==> src/ad_cfg_pkg.sv <==
// geometry is fixed at 256-bit lines over 64-bit beats; single requests travel in word 0
`default_nettype none

package ad_cfg_pkg;

  // --------------------------------------------------
  // line geometry
  // --------------------------------------------------
  localparam int unsigned LINE_WIDTH    = 256;
  localparam int unsigned BEAT_WIDTH    = 64;
  localparam int unsigned BEATS         = LINE_WIDTH / BEAT_WIDTH;
  localparam int unsigned BEAT_IDX_W    = $clog2(BEATS);
  localparam int unsigned ADDR_WIDTH    = 32;
  localparam int unsigned ID_WIDTH      = 4;
  localparam int unsigned LINE_OFFSET_W = $clog2(LINE_WIDTH / 8);
  localparam int unsigned BEAT_OFFSET_W = $clog2(BEAT_WIDTH / 8);

  typedef logic [BEAT_IDX_W-1:0] beat_idx_t;

  // index of the final beat of a line
  localparam beat_idx_t LAST_BEAT = beat_idx_t'(BEATS - 1);

  // --------------------------------------------------
  // cache side request and response
  // --------------------------------------------------
  typedef enum logic {
    REQ_SINGLE = 1'b0,
    REQ_LINE   = 1'b1
  } req_kind_e;

  typedef logic [BEATS-1:0][BEAT_WIDTH-1:0]   line_t;
  typedef logic [BEATS-1:0][BEAT_WIDTH/8-1:0] strb_line_t;

  typedef struct packed {
    logic [ADDR_WIDTH-1:0] addr;
    logic                  we;
    req_kind_e             kind;
    // axi size code where bytes = 2**size
    logic [2:0]            size;
    logic [ID_WIDTH-1:0]   id;
    line_t                 wdata;
    strb_line_t            wstrb;
  } ad_req_t;

  typedef struct packed {
    logic                valid;
    logic [ID_WIDTH-1:0] id;
    line_t               data;
  } ad_rsp_t;

endpackage

`default_nettype wire

==> src/ad_axi_pkg.sv <==
// AXI4 subset without user, region, qos, prot, lock or atop; widths follow ad_cfg_pkg
`default_nettype none

package ad_axi_pkg;

  typedef logic [1:0] burst_t;
  typedef logic [1:0] resp_t;
  typedef logic [3:0] cache_t;
  typedef logic [7:0] len_t;
  typedef logic [2:0] size_t;

  typedef logic [ad_cfg_pkg::ADDR_WIDTH-1:0]   addr_t;
  typedef logic [ad_cfg_pkg::ID_WIDTH-1:0]     id_t;
  typedef logic [ad_cfg_pkg::BEAT_WIDTH-1:0]   data_t;
  typedef logic [ad_cfg_pkg::BEAT_WIDTH/8-1:0] strb_t;

  // --------------------------------------------------
  // encodings
  // --------------------------------------------------
  localparam burst_t BURST_INCR       = 2'b01;
  localparam resp_t  RESP_OKAY        = 2'b00;
  localparam cache_t CACHE_MODIFIABLE = 4'b0010;

  // burst shape of a whole line
  localparam len_t  LEN_LINE  = len_t'(ad_cfg_pkg::BEATS - 1);
  localparam size_t SIZE_BEAT = size_t'(ad_cfg_pkg::BEAT_OFFSET_W);

  // --------------------------------------------------
  // channels
  // --------------------------------------------------
  // AW and AR carry the same fields
  typedef struct packed {
    addr_t  addr;
    id_t    id;
    len_t   len;
    size_t  size;
    burst_t burst;
    cache_t cache;
  } ax_chan_t;

  typedef ax_chan_t aw_chan_t;
  typedef ax_chan_t ar_chan_t;

  typedef struct packed {
    data_t data;
    strb_t strb;
    logic  last;
  } w_chan_t;

  typedef struct packed {
    id_t   id;
    resp_t resp;
  } b_chan_t;

  typedef struct packed {
    data_t data;
    id_t   id;
    resp_t resp;
    logic  last;
  } r_chan_t;

  typedef struct packed {
    aw_chan_t aw;
    logic     aw_valid;
    w_chan_t  w;
    logic     w_valid;
    logic     b_ready;
    ar_chan_t ar;
    logic     ar_valid;
    logic     r_ready;
  } axi_req_t;

  typedef struct packed {
    logic    aw_ready;
    logic    ar_ready;
    logic    w_ready;
    logic    b_valid;
    b_chan_t b;
    logic    r_valid;
    r_chan_t r;
  } axi_rsp_t;

endpackage

`default_nettype wire

==> src/ad_write_ctrl.sv <==
// req_data_i must stay stable until gnt_o; line writes start at the line base and singles send word 0
`timescale 1ns/1ps
`default_nettype none

module ad_write_ctrl (
  input  wire logic                  clk_i,
  input  wire logic                  rst_ni,
  input  wire logic                  req_i,
  input  wire ad_cfg_pkg::ad_req_t   req_data_i,
  output logic                       gnt_o,
  output ad_cfg_pkg::ad_rsp_t        rsp_o,
  output logic                       busy_o,
  output ad_axi_pkg::aw_chan_t       aw_o,
  output logic                       aw_valid_o,
  input  wire logic                  aw_ready_i,
  output ad_axi_pkg::w_chan_t        w_o,
  output logic                       w_valid_o,
  input  wire logic                  w_ready_i,
  input  wire ad_axi_pkg::b_chan_t   b_i,
  input  wire logic                  b_valid_i,
  output logic                       b_ready_o
);

  typedef enum logic [2:0] {
    IDLE,
    WAIT_AW,
    WAIT_LAST_W,
    WAIT_BOTH,
    WAIT_AW_BURST,
    WAIT_B
  } state_e;

  state_e                state_q, state_d;
  // beats still to send after the one on the bus
  ad_cfg_pkg::beat_idx_t cnt_q, cnt_d;
  ad_cfg_pkg::beat_idx_t w_idx;
  logic                  is_line;

  assign is_line = (req_data_i.kind == ad_cfg_pkg::REQ_LINE);
  assign busy_o  = (state_q != IDLE);

  // word on W counts up while cnt_q counts down
  assign w_idx = (is_line && state_q != IDLE) ? ad_cfg_pkg::LAST_BEAT - cnt_q : '0;

  // --------------------------------------------------
  // channel payload
  // --------------------------------------------------
  always_comb begin
    aw_o.addr  = req_data_i.addr;
    aw_o.id    = req_data_i.id;
    aw_o.len   = '0;
    aw_o.size  = req_data_i.size;
    aw_o.burst = ad_axi_pkg::BURST_INCR;
    aw_o.cache = ad_axi_pkg::CACHE_MODIFIABLE;
    if (is_line) begin
      aw_o.addr = {req_data_i.addr[ad_cfg_pkg::ADDR_WIDTH-1:ad_cfg_pkg::LINE_OFFSET_W],
                   {ad_cfg_pkg::LINE_OFFSET_W{1'b0}}};
      aw_o.len  = ad_axi_pkg::LEN_LINE;
      aw_o.size = ad_axi_pkg::SIZE_BEAT;
    end

    w_o.data = req_data_i.wdata[w_idx];
    w_o.strb = req_data_i.wstrb[w_idx];
    // in idle the first beat is also the last one only for a single write
    w_o.last = (state_q == IDLE) ? !is_line : (cnt_q == '0);
  end

  // --------------------------------------------------
  // handshake FSM
  // --------------------------------------------------
  always_comb begin
    state_d    = state_q;
    cnt_d      = cnt_q;
    aw_valid_o = 1'b0;
    w_valid_o  = 1'b0;
    b_ready_o  = 1'b0;
    gnt_o      = 1'b0;
    rsp_o      = '0;

    case (state_q)
      IDLE: begin
        if (req_i) begin
          aw_valid_o = 1'b1;
          w_valid_o  = 1'b1;
          if (!is_line) begin
            cnt_d = '0;
            gnt_o = aw_ready_i & w_ready_i;
            case ({aw_ready_i, w_ready_i})
              2'b11:   state_d = WAIT_B;
              2'b10:   state_d = WAIT_LAST_W;
              2'b01:   state_d = WAIT_AW;
              default: state_d = IDLE;
            endcase
          end else begin
            cnt_d = w_ready_i ? ad_cfg_pkg::LAST_BEAT - 1'b1 : ad_cfg_pkg::LAST_BEAT;
            if (aw_ready_i) begin
              state_d = WAIT_LAST_W;
            end else if (w_ready_i) begin
              state_d = WAIT_BOTH;
            end
          end
        end
      end

      // all data is out, only the address is pending
      WAIT_AW, WAIT_AW_BURST: begin
        aw_valid_o = 1'b1;
        if (aw_ready_i) begin
          gnt_o   = 1'b1;
          state_d = WAIT_B;
        end
      end

      WAIT_LAST_W: begin
        w_valid_o = 1'b1;
        if (w_ready_i) begin
          if (cnt_q == '0) begin
            gnt_o   = 1'b1;
            state_d = WAIT_B;
          end else begin
            cnt_d = cnt_q - 1'b1;
          end
        end
      end

      // line write with both the address and some beats outstanding
      WAIT_BOTH: begin
        aw_valid_o = 1'b1;
        w_valid_o  = 1'b1;
        case ({aw_ready_i, w_ready_i})
          2'b11: begin
            if (cnt_q == '0) begin
              gnt_o   = 1'b1;
              state_d = WAIT_B;
            end else begin
              cnt_d   = cnt_q - 1'b1;
              state_d = WAIT_LAST_W;
            end
          end
          2'b10: state_d = WAIT_LAST_W;
          2'b01: begin
            if (cnt_q == '0) begin
              state_d = WAIT_AW_BURST;
            end else begin
              cnt_d = cnt_q - 1'b1;
            end
          end
          default: state_d = WAIT_BOTH;
        endcase
      end

      WAIT_B: begin
        b_ready_o = b_valid_i;
        if (b_valid_i) begin
          rsp_o.valid = 1'b1;
          rsp_o.id    = b_i.id;
          state_d     = IDLE;
        end
      end

      default: state_d = IDLE;
    endcase
  end

  always_ff @(posedge clk_i or negedge rst_ni) begin
    if (!rst_ni) begin
      state_q <= IDLE;
      cnt_q   <= '0;
    end else begin
      state_q <= state_d;
      cnt_q   <= cnt_d;
    end
  end

endmodule

`default_nettype wire

==> src/ad_read_ctrl.sv <==
// line reads use INCR from the line base; a single read fills word 0 and keeps the other words
`timescale 1ns/1ps
`default_nettype none

module ad_read_ctrl (
  input  wire logic                          clk_i,
  input  wire logic                          rst_ni,
  input  wire logic                          req_i,
  input  wire ad_cfg_pkg::ad_req_t           req_data_i,
  output logic                               gnt_o,
  output ad_cfg_pkg::ad_rsp_t                rsp_o,
  output logic                               busy_o,
  output logic                               crit_valid_o,
  output logic [ad_cfg_pkg::BEAT_WIDTH-1:0]  crit_word_o,
  output ad_axi_pkg::ar_chan_t               ar_o,
  output logic                               ar_valid_o,
  input  wire logic                          ar_ready_i,
  input  wire ad_axi_pkg::r_chan_t           r_i,
  input  wire logic                          r_valid_i,
  output logic                               r_ready_o
);

  typedef enum logic [1:0] {
    IDLE,
    WAIT_R_SINGLE,
    WAIT_R_LINE,
    COMPLETE
  } state_e;

  state_e                state_q, state_d;
  // index of the next beat to arrive
  ad_cfg_pkg::beat_idx_t cnt_q, cnt_d;
  // beat that holds the requested address
  ad_cfg_pkg::beat_idx_t offset_q, offset_d;
  ad_axi_pkg::id_t       id_q, id_d;
  ad_cfg_pkg::line_t     line_q, line_d;
  logic                  is_line;

  assign is_line = (req_data_i.kind == ad_cfg_pkg::REQ_LINE);
  assign busy_o  = (state_q != IDLE);

  // --------------------------------------------------
  // read address
  // --------------------------------------------------
  always_comb begin
    ar_o.addr  = req_data_i.addr;
    ar_o.id    = req_data_i.id;
    ar_o.len   = '0;
    ar_o.size  = req_data_i.size;
    ar_o.burst = ad_axi_pkg::BURST_INCR;
    ar_o.cache = ad_axi_pkg::CACHE_MODIFIABLE;
    if (is_line) begin
      ar_o.addr = {req_data_i.addr[ad_cfg_pkg::ADDR_WIDTH-1:ad_cfg_pkg::LINE_OFFSET_W],
                   {ad_cfg_pkg::LINE_OFFSET_W{1'b0}}};
      ar_o.len  = ad_axi_pkg::LEN_LINE;
      ar_o.size = ad_axi_pkg::SIZE_BEAT;
    end
  end

  // --------------------------------------------------
  // read FSM
  // --------------------------------------------------
  always_comb begin
    state_d      = state_q;
    cnt_d        = cnt_q;
    offset_d     = offset_q;
    id_d         = id_q;
    line_d       = line_q;
    ar_valid_o   = 1'b0;
    r_ready_o    = 1'b0;
    gnt_o        = 1'b0;
    rsp_o        = '0;
    crit_valid_o = 1'b0;
    crit_word_o  = r_i.data;

    case (state_q)
      IDLE: begin
        if (req_i) begin
          ar_valid_o = 1'b1;
          gnt_o      = ar_ready_i;
          cnt_d      = '0;
          if (ar_ready_i) begin
            offset_d = req_data_i.addr[ad_cfg_pkg::BEAT_OFFSET_W +: ad_cfg_pkg::BEAT_IDX_W];
            state_d  = is_line ? WAIT_R_LINE : WAIT_R_SINGLE;
          end
        end
      end

      WAIT_R_SINGLE, WAIT_R_LINE: begin
        r_ready_o = 1'b1;
        if (r_valid_i) begin
          if (state_q == WAIT_R_LINE) begin
            line_d[cnt_q] = r_i.data;
            // bursts start at the line base so beat k is word k
            crit_valid_o  = (cnt_q == offset_q);
          end else begin
            line_d[0] = r_i.data;
          end
          cnt_d = cnt_q + 1'b1;
          if (r_i.last) begin
            id_d    = r_i.id;
            state_d = COMPLETE;
          end
        end
      end

      COMPLETE: begin
        rsp_o.valid = 1'b1;
        rsp_o.id    = id_q;
        rsp_o.data  = line_q;
        state_d     = IDLE;
      end

      default: state_d = IDLE;
    endcase
  end

  always_ff @(posedge clk_i or negedge rst_ni) begin
    if (!rst_ni) begin
      state_q  <= IDLE;
      cnt_q    <= '0;
      offset_q <= '0;
    end else begin
      state_q  <= state_d;
      cnt_q    <= cnt_d;
      offset_q <= offset_d;
    end
  end

  // assembled line and returned id
  always_ff @(posedge clk_i) begin
    line_q <= line_d;
    id_q   <= id_d;
  end

endmodule

`default_nettype wire

==> src/axi_line_adapter.sv <==
// one transaction at a time; a request waits while the opposite path is still busy
`timescale 1ns/1ps
`default_nettype none

module axi_line_adapter (
  input  wire logic                          clk_i,
  input  wire logic                          rst_ni,
  input  wire logic                          req_i,
  input  wire ad_cfg_pkg::ad_req_t           req_data_i,
  output logic                               gnt_o,
  output ad_cfg_pkg::ad_rsp_t                rsp_o,
  output logic                               crit_valid_o,
  output logic [ad_cfg_pkg::BEAT_WIDTH-1:0]  crit_word_o,
  output logic                               busy_o,
  output ad_axi_pkg::axi_req_t               axi_req_o,
  input  wire ad_axi_pkg::axi_rsp_t          axi_rsp_i
);

  logic                 wr_req, rd_req;
  logic                 wr_gnt, rd_gnt;
  logic                 wr_busy, rd_busy;
  ad_cfg_pkg::ad_rsp_t  wr_rsp, rd_rsp;
  ad_axi_pkg::aw_chan_t wr_aw;
  ad_axi_pkg::w_chan_t  wr_w;
  ad_axi_pkg::ar_chan_t rd_ar;
  logic                 wr_aw_valid, wr_w_valid, wr_b_ready;
  logic                 rd_ar_valid, rd_r_ready;

  // --------------------------------------------------
  // steering
  // --------------------------------------------------
  assign wr_req = req_i &  req_data_i.we & ~rd_busy;
  assign rd_req = req_i & ~req_data_i.we & ~wr_busy;

  ad_write_ctrl u_write_ctrl (
    .clk_i      (clk_i),
    .rst_ni     (rst_ni),
    .req_i      (wr_req),
    .req_data_i (req_data_i),
    .gnt_o      (wr_gnt),
    .rsp_o      (wr_rsp),
    .busy_o     (wr_busy),
    .aw_o       (wr_aw),
    .aw_valid_o (wr_aw_valid),
    .aw_ready_i (axi_rsp_i.aw_ready),
    .w_o        (wr_w),
    .w_valid_o  (wr_w_valid),
    .w_ready_i  (axi_rsp_i.w_ready),
    .b_i        (axi_rsp_i.b),
    .b_valid_i  (axi_rsp_i.b_valid),
    .b_ready_o  (wr_b_ready)
  );

  ad_read_ctrl u_read_ctrl (
    .clk_i        (clk_i),
    .rst_ni       (rst_ni),
    .req_i        (rd_req),
    .req_data_i   (req_data_i),
    .gnt_o        (rd_gnt),
    .rsp_o        (rd_rsp),
    .busy_o       (rd_busy),
    .crit_valid_o (crit_valid_o),
    .crit_word_o  (crit_word_o),
    .ar_o         (rd_ar),
    .ar_valid_o   (rd_ar_valid),
    .ar_ready_i   (axi_rsp_i.ar_ready),
    .r_i          (axi_rsp_i.r),
    .r_valid_i    (axi_rsp_i.r_valid),
    .r_ready_o    (rd_r_ready)
  );

  // --------------------------------------------------
  // merge
  // --------------------------------------------------
  always_comb begin
    axi_req_o.aw       = wr_aw;
    axi_req_o.aw_valid = wr_aw_valid;
    axi_req_o.w        = wr_w;
    axi_req_o.w_valid  = wr_w_valid;
    axi_req_o.b_ready  = wr_b_ready;
    axi_req_o.ar       = rd_ar;
    axi_req_o.ar_valid = rd_ar_valid;
    axi_req_o.r_ready  = rd_r_ready;
  end

  // an idle path drives an all-zero response, so OR is enough
  assign rsp_o  = wr_rsp | rd_rsp;
  assign gnt_o  = wr_gnt | rd_gnt;
  assign busy_o = wr_busy | rd_busy;

endmodule

`default_nettype wire

==> config.mk <==
export PLATFORM = sky130hd
export DESIGN_NAME = axi_line_adapter
export DESIGN_NICKNAME = d
export VERILOG_FILES = /design/src/ad_cfg_pkg.sv /design/src/ad_axi_pkg.sv /design/src/ad_write_ctrl.sv /design/src/ad_read_ctrl.sv /design/src/axi_line_adapter.sv
export SDC_FILE = /design/constraint.sdc
export NUM_CORES = 1
export LEC_CHECK = 0
export BUFFER_PORTS_ARGS = -buffer_cell sky130_fd_sc_hd__buf_2
export CORE_AREA = 2 2 361 363
export CTS_BUF_LIST = sky130_fd_sc_hd__clkbuf_8
export CTS_CLUSTER_DIAMETER = 100
export DETAILED_ROUTE_END_ITERATION = 8
export DIE_AREA = 0 0 363 365
export PLACE_DENSITY = 0.39
export SYNTH_ARGS = -nofsm -noshare
export SYNTH_HDL_FRONTEND = slang
export SYNTH_SLANG_ARGS = --single-unit
==> constraint.sdc <==
create_clock -name clk_i -period 4.1 [get_ports clk_i]
set_clock_uncertainty 0.2 [all_clocks]
set_input_delay 0.82 -clock clk_i [delete_from_list [all_inputs] [get_ports clk_i]]
set_output_delay 0.82 -clock clk_i [all_outputs]
set_load 0.01 [all_outputs]
==> flow_results.org <==
** CTS
- CTS placed an instance of sky130_fd_sc_hd__clkbuf_8 at the clock tree root.
- In this run the number of H-tree levels came out at 2.
- Number of sinks handled by clock tree synthesis :: ~270
- Clock-pin slew was measured on the worst setup and hold paths at ~0.060 ns.
- The later pin in the worst-skew pair is clocked with a latency of 0.65 ns.
- The clock passes through at most 3 buffers.
- TritonCTS built the clock tree.
- Inserted Clock Buffers :: around 50

** Detailed routing
- Detailed-route vias per instance :: between 3 and 4
- After detailed routing, the average wire length per cell comes to around 22 µm.
- For this run, design rule violations remaining after detail routing come to 0.
- Number of vias after detailed routing :: roughly 12000
- Drt first pass iters :: 7
- Number of design-rule violations left by the first detailed-router iteration :: 585
- Total wire length after detailed routing :: around 80000 µm
- Remaining antenna violation count after routing :: 0

** Placed design
- During placement, the flow inserted port buffers numbering roughly 800.
- Gp weighted congestion :: a little under 0.8
- The HPWL after detailed placement is roughly 66000 µm.
- Pre-CTS setup slack :: slightly above 0.5 ns
- Area after detailed placement :: 19540 µm²

** Floorplanning
- In this run the horizontal extent of the chip is around 360 µm.
- Area inside the core boundary :: approximately 130000 µm²
- Die area :: 132500 µm²
- During I/O placement, the number of pins put on the boundary was 926.
- The initial utilization of the core area, before any placement, comes to 0.1128.
- Rows :: ~130
- Die Y-Extent :: about 370 µm

** Setup path
- CP arrival :: ~2.9 ns
- The worst setup path is captured at an output pin.
- Critical Path Source Type :: flop
- The critical path in this run is classified as flop to output pin.
- Data required time of the worst path :: roughly 3 ns
- Reg-to-reg slack, setup :: 1.34 ns
- Along the worst path, the maximum fanout reaches between 50 and 60.

** Logic synthesis
- Synthesized area per cell :: approximately 12 µm²
- In this run, synthesis inferred 260 flip-flops with an integrated enable.
- Unique masters post-synth :: 48
- In the synthesized netlist the async set-or-reset flop fraction comes to 0.04059.
- Counting flops and latches in the post-synthesis netlist gives approximately 270.
- Dominant synthesized flop cell :: sky130_fd_sc_hd__edfxtp_1
- Summing every instance area after synthesis gives about 15000 µm².
- The share of the Yosys chip area taken by registers is 0.5570.
- Yosys printed 0 warnings.
- Number of standard cells after synthesis :: approximately 1200

** Run status
- Outcome :: completed

** Global route
- First-pass GRT wire length :: a little over 100000 µm
- After global routing the overflow that remains totals 0.
- GR Util All Layers :: 0.1134
- The number of antenna violations at the first check in global routing is 63.
- The via count of the first global-routing pass was 11170.
- Pin count of the biggest net entering global routing :: 73

** Timing
- In the post-route analysis, the smallest setup slack over all paths is 0.1880 ns.
- Final clock period utilization by the worst path :: 0.9541
- For the pin with the worst max-slew slack, the measured transition is between 0.7 and 0.8 ns.
- Setup violations remaining at the end of the flow were counted as 0.
- Measured against its own limit, the worst slew margin works out to 0.5303.
- Summed negative setup slack over all endpoints :: 0 ns
- Unrepaired setup endpoints after global routing :: false
- The final max-slew violation count is 0.
- The clock period could shrink to between 3 and 4 ns.
- Fmax :: between 200 and 300 MHz
- The count of endpoints failing hold in the final timing report was 0.

** Flow run
- Number of violations of the max-capacitance limit :: 0

** Worst hold path
- The min-delay analysis places its worst path in the category input pin to flop.

** Finish
- Nets@finish :: approximately 2300
- Relative to the synthesized area, the layout overhead comes to 41.71%.
- Fraction of final layout cells with drive strength greater than 1 :: 0.5268
- Fill cells in the final layout number about 15000.
- Final instance area :: about 21000 µm²

** Power
- Static Leak :: about 9 nW
- IR analysis of the VDD net gives a maximum drop of around 0.00028 V.
- Dividing total power by cell area gives a power density of between 500 and 600 nW/µm².
==> cell usage in the layout (no fill, tap or decap), types with 8 or more instances in the layout <==
cell	n
sky130_fd_sc_hd__nor2_1	11
sky130_fd_sc_hd__buf_12	12
sky130_fd_sc_hd__nand2_1	15
sky130_fd_sc_hd__ha_1	8
sky130_fd_sc_hd__and2_1	320
sky130_fd_sc_hd__a21oi_1	74
sky130_fd_sc_hd__o22ai_2	70
sky130_fd_sc_hd__clkbuf_8	54
sky130_fd_sc_hd__edfxtp_1	260
sky130_fd_sc_hd__nor2b_1	9
sky130_fd_sc_hd__conb_1	24
sky130_fd_sc_hd__mux2i_1	74
sky130_fd_sc_hd__dfrtp_1	10
sky130_fd_sc_hd__inv_1	26
sky130_fd_sc_hd__buf_4	24
sky130_fd_sc_hd__buf_2	804
==> kinds of logic after synthesis <==
family          Yosys count  share of synthesized area
xor+xnor                  2                   0.001207
flops                   271                     0.5570
compound gates          182                     0.1049
fa+ha+maj                 9                   0.007760
simple gates            381                     0.1609
buf+inv                 252                     0.1143
other cells               2                  0.0005175
mux                      77                    0.05337
==> final timing paths <==
kind / start / to / cells past startpoint
max: u_write_ctrl.state_q[2] / axi_req_o[102] / 8
min: axi_rsp_i[3] / u_read_ctrl.id_q[0] / 1
max reg2reg: u_read_ctrl.cnt_q[1] / u_read_ctrl.line_q[44] / 5
min reg2reg: u_read_ctrl.offset_q[0] / u_read_ctrl.offset_q[0] / 1
max in group asynchronous: rst_ni / u_write_ctrl.state_q[2] / 2
min in group asynchronous: rst_ni / u_read_ctrl.offset_q[0] / 2
==> cell type report <==
type | instances | area (µm²) | share of cell area
inverter | 10 | 37.54 | 0.001825
antenna | 6 | 15.01 | 0.0007301
sequential | 271 | 8084 | 0.3931
tap | 1675 | 2096 | 0.1019
clock buffer | 54 | 743.2 | 0.03614
timing repair buffer | 841 | 4454 | 0.2166
clock inverter | 34 | 231.5 | 0.01126
multi-input combinational | 675 | 4902 | 0.2384
==> power breakdown <==
group          switching (mW)  internal [mW]
logic                    3.05           1.99
registers               0.134           3.48
clock network            1.25           1.35
total                    4.43           6.83
==> layer usage <==
layer	global-route usage	wire, µm	share of wire
met2	0.1965	39220	0.49
met1	0.1272	30120	0.38
met3	0.04776	8217	0.10
met5	0	182	0.0023
met4	0.03018	2411	0.030
==> state kept, by name, indices dropped and copies added (netlist names) <==
register              flops
u_read_ctrl.cnt_q         2
u_read_ctrl.id_q          4
u_read_ctrl.line_q      256
u_read_ctrl.offset_q      2
u_read_ctrl.state_q       2
u_write_ctrl.cnt_q        2
u_write_ctrl.state_q      3
==> metrics by stage <==
stage               instances  hold WS, ns  total power, mW    util
floorplan                1198       0.2833            6.632       -
global placement         3469       0.3082            8.830  0.1519
detailed placement       3469       0.3069            8.814  0.1519
CTS                      3560      0.03577            11.53  0.1597
global route             3561      0.05460            11.97  0.1597
finish                   3566       0.1381            11.26  0.1598
==> what timing repair did <==
item	4_1_cts	5_1_grt
setup endpoints to repair	13	1
pin swaps	0	0
gates cloned	0	0
endpoints found under the hold margin	11	0
hold buffers	1	0
setup buffers	2	0
gates resized for setup	1	1
==> worst max-delay path: stages (launching register included) <==
cell and delay (ns):
sky130_fd_sc_hd__dfrtp_2 0.51, sky130_fd_sc_hd__nor3_4 0.05, sky130_fd_sc_hd__buf_4 0.16, sky130_fd_sc_hd__nor3b_4 0.16
sky130_fd_sc_hd__buf_4 0.20, sky130_fd_sc_hd__buf_12 0.35, sky130_fd_sc_hd__mux2i_1 0.48, sky130_fd_sc_hd__a21oi_1 0.12
sky130_fd_sc_hd__buf_2 0.16
==> Yosys cell counts, drive strengths merged, types with 6 or more instances <==
cell type | n | area share
a21oi | 75 | 0.026
a22o | 6 | 0.0036
and2 | 323 | 0.14
and3 | 6 | 0.0026
buf | 194 | 0.099
clkbuf | 48 | 0.012
dfrtp | 11 | 0.019
edfxtp | 260 | 0.54
ha | 9 | 0.0078
inv | 10 | 0.0026
mux2i | 74 | 0.051
nand2 | 16 | 0.0043
nor2 | 11 | 0.0028
nor2b | 9 | 0.0039
o21ai | 9 | 0.0031
o22ai | 74 | 0.062
No activity file was read; power rests on OpenSTA's default activity.
